--- src/common/cpu_config.svh ---
`ifndef CPU_CONFIG_SVH
`define CPU_CONFIG_SVH

// First fetch address
`define CPU_RESET_PC 32'h0000_0000

// FETCH, DECODE, EXECUTE, MEMORY, WRITEBACK
`define CPU_STAGES 5

// x0 included
`define CPU_NREGS 32

`endif

--- src/common/cpu_pkg.sv ---
package cpu_pkg;

   typedef logic [31:0] word_t;
   typedef logic [4:0]  reg_idx_t;

   typedef enum logic [2:0] {
      FETCH,
      DECODE,
      EXECUTE,
      MEMORY,
      WRITEBACK
   } stage_e;

   typedef enum logic [3:0] {
      RTYPE, ITYPE, STYPE, BTYPE, UTYPE, UPCTYPE, LTYPE, JTYPE, JRTYPE, NONE
   } itype_e;

   // Last six are branch compares, they drive taken only
   typedef enum logic [4:0] {
      ADD, SUB, SLL, SLT, SLTU, XOR, SRL, SRA, OR, AND, PASS_B,
      EQ, NE, LT, GE, LTU, GEU
   } alu_op_e;

   typedef struct packed {
      itype_e   itype;
      alu_op_e  op;
      reg_idx_t rd;
      reg_idx_t rs1;
      reg_idx_t rs2;
      word_t    imm;
   } decode_t;

   typedef struct packed {
      logic ir_load;
      // Operand latches
      logic readin_a;
      logic readin_b;
      logic readin_pass;
      // Result register and register file write
      logic wd_q_readin;
      logic wd_q;
      logic mem_we;
      logic pc_load;
   } ctrl_t;

   typedef struct packed {
      word_t addr;
      word_t wdata;
      logic  we;
   } mem_req_t;

   typedef struct packed {
      logic     valid;
      word_t    pc;
      reg_idx_t rd;
      word_t    wdata;
   } retire_t;

endpackage

--- src/control/control.sv ---
module control
   import cpu_pkg::*;
(
   input  logic   clk,
   input  logic   reset,
   input  stage_e stage_i,
   input  word_t  rdata_i,
   input  itype_e itype_i,
   output word_t  ir_o,
   output ctrl_t  ctrl_o
);

   word_t  ir_q;
   ctrl_t  ctrl_q;
   ctrl_t  ctrl_d;
   stage_e stage_nxt;

   // During FETCH the decoder already sees the new word
   assign ir_o = ctrl_q.ir_load ? rdata_i : ir_q;

   always_ff @(posedge clk) begin
      if (ctrl_q.ir_load) begin
         ir_q <= rdata_i;
      end
   end

   // Strobes are registered one stage ahead
   assign stage_nxt = (stage_i == WRITEBACK) ? FETCH : stage_e'(stage_i + 3'd1);

   always_comb begin
      ctrl_d = '0;
      case (stage_nxt)
         FETCH: begin
            ctrl_d.ir_load = 1'b1;
         end
         DECODE: begin
            case (itype_i)
               RTYPE, ITYPE, LTYPE, UPCTYPE: begin
                  ctrl_d.readin_a = 1'b1;
                  ctrl_d.readin_b = 1'b1;
               end
               STYPE, BTYPE: begin
                  ctrl_d.readin_a    = 1'b1;
                  ctrl_d.readin_b    = 1'b1;
                  ctrl_d.readin_pass = 1'b1;
               end
               UTYPE, JRTYPE: begin
                  ctrl_d.readin_a = 1'b1;
               end
               default: begin
               end
            endcase
         end
         EXECUTE: begin
            ctrl_d.wd_q_readin = itype_i inside {RTYPE, ITYPE, UPCTYPE, STYPE, LTYPE};
         end
         MEMORY: begin
            ctrl_d.mem_we      = (itype_i == STYPE);
            // Load data goes into the result register
            ctrl_d.wd_q_readin = (itype_i == LTYPE);
         end
         WRITEBACK: begin
            ctrl_d.pc_load = 1'b1;
            ctrl_d.wd_q    = itype_i inside {RTYPE, ITYPE, UTYPE, UPCTYPE, LTYPE,
                                             JTYPE, JRTYPE};
         end
         default: begin
         end
      endcase
   end

   always_ff @(posedge clk) begin
      if (!reset) begin
         ctrl_q         <= '0;
         // First cycle out of reset is FETCH
         ctrl_q.ir_load <= 1'b1;
      end else begin
         ctrl_q <= ctrl_d;
      end
   end

   assign ctrl_o = ctrl_q;

   a_no_we_on_fetch: assert property (
      @(posedge clk) disable iff (!reset)
      !(ctrl_q.mem_we && ctrl_q.ir_load)
   );

   a_pc_load_in_wb: assert property (
      @(posedge clk) disable iff (!reset)
      ctrl_q.pc_load |-> (stage_i == WRITEBACK)
   );

endmodule

--- src/control/stage_counter.sv ---
`include "cpu_config.svh"

module stage_counter
   import cpu_pkg::*;
(
   input  logic   clk,
   input  logic   reset,
   output stage_e stage_o
);

   logic [2:0] cnt;

   always_ff @(posedge clk) begin
      if (!reset) begin
         cnt <= 3'(FETCH);
      end else if (cnt == 3'(`CPU_STAGES - 1)) begin
         cnt <= 3'(FETCH);
      end else begin
         cnt <= cnt + 3'd1;
      end
   end

   assign stage_o = stage_e'(cnt);

   // Counter width leaves three codes unused
   a_stage_legal: assert property (
      @(posedge clk) disable iff (!reset)
      stage_o inside {FETCH, DECODE, EXECUTE, MEMORY, WRITEBACK}
   );

endmodule

--- src/logic/alu.sv ---
module alu
   import cpu_pkg::*;
(
   input  alu_op_e op_i,
   input  word_t   a_i,
   input  word_t   b_i,
   output word_t   result_o,
   output logic    taken_o
);

   logic       lt_s;
   logic       lt_u;
   logic       eq;
   logic [4:0] shamt;

   assign lt_s  = $signed(a_i) < $signed(b_i);
   assign lt_u  = a_i < b_i;
   assign eq    = (a_i == b_i);
   assign shamt = b_i[4:0];

   always_comb begin
      case (op_i)
         ADD:     result_o = a_i + b_i;
         SUB:     result_o = a_i - b_i;
         SLL:     result_o = a_i << shamt;
         SLT:     result_o = {31'd0, lt_s};
         SLTU:    result_o = {31'd0, lt_u};
         XOR:     result_o = a_i ^ b_i;
         SRL:     result_o = a_i >> shamt;
         SRA:     result_o = word_t'($signed(a_i) >>> shamt);
         OR:      result_o = a_i | b_i;
         AND:     result_o = a_i & b_i;
         PASS_B:  result_o = b_i;
         default: result_o = '0;
      endcase
   end

   // Branch compares
   always_comb begin
      case (op_i)
         EQ:      taken_o = eq;
         NE:      taken_o = !eq;
         LT:      taken_o = lt_s;
         GE:      taken_o = !lt_s;
         LTU:     taken_o = lt_u;
         GEU:     taken_o = !lt_u;
         default: taken_o = 1'b0;
      endcase
   end

endmodule

--- src/logic/cpu_top.sv ---
module cpu_top
   import cpu_pkg::*;
(
   input  logic     clk,
   input  logic     reset,
   input  word_t    rdata_i,
   output mem_req_t mem_o,
   output retire_t  retire_o
);

   stage_e  stage;
   word_t   ir;
   ctrl_t   ctrl;
   decode_t dec;

   stage_counter i_stage_counter (
      .clk     (clk),
      .reset   (reset),
      .stage_o (stage)
   );

   control i_control (
      .clk     (clk),
      .reset   (reset),
      .stage_i (stage),
      .rdata_i (rdata_i),
      .itype_i (dec.itype),
      .ir_o    (ir),
      .ctrl_o  (ctrl)
   );

   decoder i_decoder (
      .ir_i  (ir),
      .dec_o (dec)
   );

   datapath i_datapath (
      .clk      (clk),
      .reset    (reset),
      .ctrl_i   (ctrl),
      .dec_i    (dec),
      .stage_i  (stage),
      .rdata_i  (rdata_i),
      .mem_o    (mem_o),
      .retire_o (retire_o)
   );

endmodule

--- src/logic/datapath.sv ---
`include "cpu_config.svh"

module datapath
   import cpu_pkg::*;
(
   input  logic     clk,
   input  logic     reset,
   input  ctrl_t    ctrl_i,
   input  decode_t  dec_i,
   input  stage_e   stage_i,
   input  word_t    rdata_i,
   output mem_req_t mem_o,
   output retire_t  retire_o
);

   word_t pc_q;
   word_t a_q;
   word_t b_q;
   word_t pass_q;
   word_t res_q;
   word_t rs1_data;
   word_t rs2_data;
   word_t alu_b;
   word_t alu_res;
   logic  taken;
   word_t pc_plus4;
   word_t jump_base;
   word_t jump_target;
   word_t pc_next;
   word_t wb_data;

   reg_file i_reg_file (
      .clk      (clk),
      .reset    (reset),
      .rs1_i    (dec_i.rs1),
      .rs2_i    (dec_i.rs2),
      .rd_i     (dec_i.rd),
      .we_i     (ctrl_i.wd_q),
      .wdata_i  (wb_data),
      .rdata1_o (rs1_data),
      .rdata2_o (rs2_data)
   );

   // Branches compare rs1 against the pass latch
   assign alu_b = (dec_i.itype == BTYPE) ? pass_q : b_q;

   alu i_alu (
      .op_i     (dec_i.op),
      .a_i      (a_q),
      .b_i      (alu_b),
      .result_o (alu_res),
      .taken_o  (taken)
   );

   always_ff @(posedge clk) begin
      if (ctrl_i.readin_a) begin
         a_q <= (dec_i.itype == UPCTYPE) ? pc_q : rs1_data;
      end
      if (ctrl_i.readin_b) begin
         b_q <= (dec_i.itype == RTYPE) ? rs2_data : dec_i.imm;
      end
      if (ctrl_i.readin_pass) begin
         pass_q <= rs2_data;
      end
      if (ctrl_i.wd_q_readin) begin
         res_q <= (stage_i == MEMORY) ? rdata_i : alu_res;
      end
   end

   assign pc_plus4    = pc_q + 32'd4;
   assign jump_base   = (dec_i.itype == JRTYPE) ? a_q : pc_q;
   assign jump_target = (jump_base + dec_i.imm) & ~32'd1;

   always_comb begin
      case (dec_i.itype)
         JTYPE, JRTYPE: pc_next = jump_target;
         BTYPE:         pc_next = taken ? jump_target : pc_plus4;
         default:       pc_next = pc_plus4;
      endcase
      case (dec_i.itype)
         JTYPE, JRTYPE: wb_data = pc_plus4;
         UTYPE:         wb_data = dec_i.imm;
         default:       wb_data = res_q;
      endcase
   end

   always_ff @(posedge clk) begin
      if (!reset) begin
         pc_q <= `CPU_RESET_PC;
      end else if (ctrl_i.pc_load) begin
         pc_q <= pc_next;
      end
   end

   assign mem_o.addr  = (stage_i == MEMORY) ? res_q : pc_q;
   assign mem_o.wdata = pass_q;
   assign mem_o.we    = ctrl_i.mem_we;

   // Every instruction retires on its PC update
   assign retire_o.valid = ctrl_i.pc_load;
   assign retire_o.pc    = pc_q;
   assign retire_o.rd    = ctrl_i.wd_q ? dec_i.rd : '0;
   assign retire_o.wdata = (ctrl_i.wd_q && dec_i.rd != '0) ? wb_data : '0;

endmodule

--- src/logic/decoder.sv ---
module decoder
   import cpu_pkg::*;
(
   input  word_t   ir_i,
   output decode_t dec_o
);

   logic [6:0] opcode;
   logic [2:0] funct3;
   logic       alt;
   word_t      imm_i;
   word_t      imm_s;
   word_t      imm_b;
   word_t      imm_u;
   word_t      imm_j;
   alu_op_e    arith_op;

   assign opcode = ir_i[6:0];
   assign funct3 = ir_i[14:12];
   assign alt    = ir_i[30];

   assign imm_i = {{20{ir_i[31]}}, ir_i[31:20]};
   assign imm_s = {{20{ir_i[31]}}, ir_i[31:25], ir_i[11:7]};
   assign imm_b = {{19{ir_i[31]}}, ir_i[31], ir_i[7], ir_i[30:25], ir_i[11:8], 1'b0};
   assign imm_u = {ir_i[31:12], 12'd0};
   assign imm_j = {{11{ir_i[31]}}, ir_i[31], ir_i[19:12], ir_i[20], ir_i[30:21], 1'b0};

   // Shared by OP and OP-IMM
   always_comb begin
      case (funct3)
         3'b000:  arith_op = ADD;
         3'b001:  arith_op = SLL;
         3'b010:  arith_op = SLT;
         3'b011:  arith_op = SLTU;
         3'b100:  arith_op = XOR;
         3'b101:  arith_op = alt ? SRA : SRL;
         3'b110:  arith_op = OR;
         default: arith_op = AND;
      endcase
   end

   always_comb begin
      dec_o.rd    = ir_i[11:7];
      dec_o.rs1   = ir_i[19:15];
      dec_o.rs2   = ir_i[24:20];
      dec_o.itype = NONE;
      dec_o.op    = ADD;
      dec_o.imm   = '0;
      case (opcode)
         7'b0110011: begin
            dec_o.itype = RTYPE;
            dec_o.op    = (funct3 == 3'b000 && alt) ? SUB : arith_op;
         end
         7'b0010011: begin
            dec_o.itype = ITYPE;
            dec_o.op    = arith_op;
            dec_o.imm   = imm_i;
         end
         7'b0100011: begin
            dec_o.itype = STYPE;
            dec_o.imm   = imm_s;
         end
         7'b1100011: begin
            dec_o.itype = BTYPE;
            dec_o.imm   = imm_b;
            case (funct3)
               3'b001:  dec_o.op = NE;
               3'b100:  dec_o.op = LT;
               3'b101:  dec_o.op = GE;
               3'b110:  dec_o.op = LTU;
               3'b111:  dec_o.op = GEU;
               default: dec_o.op = EQ;
            endcase
         end
         7'b0110111: begin
            dec_o.itype = UTYPE;
            dec_o.op    = PASS_B;
            dec_o.imm   = imm_u;
         end
         7'b0010111: begin
            dec_o.itype = UPCTYPE;
            dec_o.imm   = imm_u;
         end
         7'b0000011: begin
            dec_o.itype = LTYPE;
            dec_o.imm   = imm_i;
         end
         7'b1101111: begin
            dec_o.itype = JTYPE;
            dec_o.imm   = imm_j;
         end
         7'b1100111: begin
            dec_o.itype = JRTYPE;
            dec_o.imm   = imm_i;
         end
         default: begin
         end
      endcase
   end

endmodule

--- src/logic/reg_file.sv ---
`include "cpu_config.svh"

module reg_file
   import cpu_pkg::*;
(
   input  logic     clk,
   input  logic     reset,
   input  reg_idx_t rs1_i,
   input  reg_idx_t rs2_i,
   input  reg_idx_t rd_i,
   input  logic     we_i,
   input  word_t    wdata_i,
   output word_t    rdata1_o,
   output word_t    rdata2_o
);

   // x0 cleared by reset and never written
   word_t regs [`CPU_NREGS];

   always_ff @(posedge clk) begin
      if (!reset) begin
         regs[0] <= '0;
      end else if (we_i && rd_i != '0) begin
         regs[rd_i] <= wdata_i;
      end
   end

   assign rdata1_o = regs[rs1_i];
   assign rdata2_o = regs[rs2_i];

   a_x0_stays_zero: assert property (
      @(posedge clk) disable iff (!reset)
      (we_i && rd_i == '0) |=>
         (rs1_i != '0 || rdata1_o == '0) && (rs2_i != '0 || rdata2_o == '0)
   );

endmodule

--- config.mk ---
export PLATFORM = sky130hd
export DESIGN_NAME = cpu_top
export DESIGN_NICKNAME = d
export VERILOG_FILES = /design/src/common/cpu_pkg.sv /design/src/control/control.sv /design/src/control/stage_counter.sv /design/src/logic/alu.sv /design/src/logic/cpu_top.sv /design/src/logic/datapath.sv /design/src/logic/decoder.sv /design/src/logic/reg_file.sv
export VERILOG_INCLUDE_DIRS = /design/src /design/src/common
export SDC_FILE = /design/constraint.sdc
export NUM_CORES = 2
export LEC_CHECK = 0
export BUFFER_PORTS_ARGS = -buffer_cell sky130_fd_sc_hd__buf_2
export CAP_MARGIN = 10
export CORE_ASPECT_RATIO = 1.1
export CORE_MARGIN = 4
export CORE_UTILIZATION = 30
export CTS_BUF_LIST = sky130_fd_sc_hd__clkbuf_16
export CTS_CLUSTER_SIZE = 10
export DETAILED_ROUTE_END_ITERATION = 16
export GPL_TIMING_DRIVEN = 0
export PLACE_DENSITY = 0.41
export SLEW_MARGIN = 20
export SYNTH_ARGS = -nofsm -noshare
export SYNTH_HDL_FRONTEND = slang
export SYNTH_SLANG_ARGS = --single-unit
--- constraint.sdc ---
create_clock -name clk -period 10.2 [get_ports clk]
set_input_delay 2.04 -clock clk [delete_from_list [all_inputs] [get_ports clk]]
set_output_delay 2.04 -clock clk [all_outputs]
set_load 0.01 [all_outputs]
==> metrics.csv <==
metric,value,unit
Root Buffer,clkbuf_16,
nets,8714,
largest net degree at the start of global routing,38,
DIE AREA,247000,sq um
Final Hold Violating Endpoints,0,
max_cap viols,0,
port bufs,166,
gr ovfl total,0,
Die Height,520,um
failing checks,negative setup slack,
"wirelength, routed",482000,um
leading area contributor after synthesis,edfxtp_1,
min-delay worst type,flop to flop,
Routed Antenna Nets,0,
"most used cell, CP",clkbuf_1,
crit path launch,rdata_i[3],
CP Capture Type,flop,
core box area,237000,sq um
Worst EP required,10.95,ns
slowest CP cell,mux2i_2,
Cells after Synth,8083,
RSZ-0062 raised after global routing,false,
Placer Congestion,1.10,
share of post-route cells with drive strength above 1,9.56,%
setup slack at placement,-1.61,ns
post-DR vias/cell,6.13,
Synth Cell Area,71600,sq um
initial drt markers,10710,
CTS tree,built,
Seq cells post-synth,1226,
DR DRC count,0,
DR WL/cell,40.9,um
fin. max-slew vios,0,
crit-path cells,buf_2 > or3b_1 > a222oi_1 > buf_4 > buf_4 > clkbuf_1 > clkbuf_1 > buf_2 > mux2i_2 > ha_1 > clkbuf_1 > nor4_1 > nand2_1 > nor3_2 > o2111ai_1 > nor3_1 > and4b_1 > o21ai_1 > o211ai_2 > clkbuf_1 > or3_1 > a31oi_1,
relative slew slack,14.5,%
initial antenna violation count,40,
top_reg_cell synth,edfxtp_1,
worst r2r dst,i_datapath.pc_q[24],
Worst Path Arrival,10.98,ns
total negative setup slack,-0.0386,ns
Async SR Flop Fraction,0,%
Worst path top cell family by delay,simple AND/OR/NAND/NOR gates,
Area Overhead vs Synth,17.8,%
Chip Width,474,um
Post-DP HPWL,378000,um
vias in the first global route,65838,
router iterations before antenna repair,7,
Post-synth EDFFs,1152,
# rows,187,
CP max FO,10,
clk_skew,0.0705,ns
fmax,0.0977,GHz
CTS sink cnt,1226,
All-Layer GR Usage,37.6,%
cells on worst reg2reg path,24,
final setup fails,2,
Yosys cell types,104,
DP Area,79600,sq um
worst vdd rail ir drop,0.159,mV
Synthesized Nets,8243,
R2R Setup Slk,0.56,ns
Worst-path clk slew,0.06,ns
R2R Path Start,i_control.ctrl_o[7],
P per Cell Area,175,nW/um^2
first-pass GRT wire length,624000,um
Synth area leaders,"edfxtp_1, nand2_1, nand3_1",
Final min period,10.23,ns
DR vias,72221,
Worst-Skew Late Latency,0.86,ns
Synth top area share,48.3,%
CP max stage delay,0.77,ns
fin crit share,100,%
final worst slack,-0.0341,ns
Stages on worst setup path,22,
startpoint types,input pin,
CP endpoint,i_datapath.pc_q[24],
synthesized area per cell,8.86,sq um
maximum clock insertion buffer count,4,
TritonCTS buffer count,161,
yosys warns,0,
IO Pins,169,
Slew @ Worst Pin,1.27,ns
Leakage,31.0,nW
status,"complete, but fails checks",
Initial Util,30.2,%
Post-CTS Hold Buffers,0,
WP buf/inv,8,
crit path kind,input pin to flop,
depth of the CTS H-tree,4,
finished layout cell area,84400,sq um
"Seq/Total Area, Yosys",50.4,%
==> report_power, final <==
| part | internal (W) | total [W] | switching, W |
|---|---|---|---|
| clock network | 0.00295 | 0.00526 | 0.00230 |
| logic | 0.000756 | 0.00396 | 0.00321 |
| registers | 0.00550 | 0.00554 | 0.0000453 |
==> per-layer routing <==
metal	track usage (%)	up-vias	share of wire (%)
li1	-	30215	-
met1	45.8	36415	38
met2	59.0	4578	45
met3	6.90	1005	8.4
met4	28.7	8	9.4
met5	0	-	0.013
==> logic make-up (layout without fill, tap and decap cells) <==
logic type / after synthesis / in the layout / share of synthesized area [%]
buf+inv: 802 / 1360 / 4.34
other cells: 1 / 33 / 0.00524
compound gates: 1279 / 1279 / 12.5
flops: 1226 / 1226 / 50.4
xor+xnor: 70 / 70 / 0.856
fa+ha+maj: 127 / 127 / 2.24
simple gates: 4361 / 4361 / 26.5
mux: 217 / 217 / 3.15
==> cells in the final DEF (no fill, tap or decap), drive strengths merged, types with 11 or more instances in the layout <==
| cell type | n |
|---|---|
| a31o | 36 |
| o21a | 16 |
| nor3 | 61 |
| o211ai | 37 |
| or3 | 20 |
| a22oi | 17 |
| xnor2 | 48 |
| nand3 | 1300 |
| clkbuf | 705 |
| nand2b | 14 |
| o31a | 11 |
| a311oi | 264 |
| o21bai | 24 |
| nand4 | 23 |
| dfxtp | 74 |
| inv | 201 |
| a21o | 59 |
| diode | 32 |
| a32oi | 11 |
| mux2i | 173 |
| nor2 | 279 |
| o22ai | 25 |
| a21oi | 247 |
| ha | 124 |
| clkinv | 37 |
| a211oi | 52 |
| and3 | 123 |
| o31ai | 21 |
| xor2 | 22 |
| and2 | 44 |
| a31oi | 74 |
| nor2b | 21 |
| o21ai | 240 |
| nor4 | 21 |
| buf | 412 |
| o221ai | 19 |
| mux2 | 42 |
| a221oi | 35 |
| edfxtp | 1152 |
| nand2 | 2410 |
==> cells in the mapped netlist (all sizes together) (24+ instances only) <==
cell and count:
nor2 279, inv 148, nand2 2410, edfxtp 1152, nor3 61, and3 123
o21ai 240, a221oi 35, mux2i 173, o22ai 25, nand3 1300, mux2 42
a311oi 264, clkbuf 542, dfxtp 74, ha 124, a211oi 52, a21o 59
a21oi 247, o21bai 24, and2 44, o211ai 37, buf 104, a31o 36
xnor2 48, a31oi 74
==> final cells by class <==
class / instances / area, sq um
Fill cell: 24355 / 152000
Sequential cell: 1226 / 36100
Clock inverter: 87 / 488
Tap cell: 3118 / 3900
Multi-Input combinational cell: 6055 / 33300
Inverter: 156 / 588
Antenna cell: 32 / 80.1
Buffer: 646 / 2550
Clock buffer: 163 / 4080
Timing Repair Buffer: 308 / 3290
==> flip-flops by register name, summed over array words and instances, names as in the netlist <==
| name | cells |
|---|---|
| i_datapath.i_reg_file.regs | 1024 |
| i_control.ir_q | 32 |
| i_datapath.a_q | 32 |
| i_datapath.b_q | 32 |
| i_datapath.pass_q | 32 |
| i_datapath.res_q | 32 |
| i_datapath.pc_q | 31 |
| i_control.ctrl_o | 8 |
| i_stage_counter.stage_o | 3 |
==> worst min-delay path by stage <==
stage / start / end / cells after the start
after floorplan: i_control.ir_q[25] / i_control.ir_q[25] / 2
after global placement: i_control.ir_q[1] / i_control.ir_q[1] / 1
final: i_control.ir_q[1] / i_control.ir_q[1] / 1
after CTS: i_control.ir_q[1] / i_control.ir_q[1] / 1
after global routing: i_control.ir_q[1] / i_control.ir_q[1] / 1
after detailed placement: i_control.ir_q[1] / i_control.ir_q[1] / 1
==> repair_timing <==
action                                  4_1_cts  5_1_grt
resized for setup                             1        0
setup buffers                                 2        0
endpoints found under the setup margin       33        0
==> stage by stage <==
step / instances / hold slack [ns] / power (W) / utilization (%)
floorplan: 8083 / 0.438 / 0.00719 / -
detailed placement: 11506 / 0.479 / 0.00942 / 33.6
CTS: 11758 / 0.491 / 0.0146 / 35.6
global placement: 11367 / 0.468 / 0.00931 / 32.2
finish: 11791 / 0.494 / 0.0148 / 35.6
global route: 11762 / 0.514 / 0.0150 / 35.6
Power figures use the tool's default switching activity.
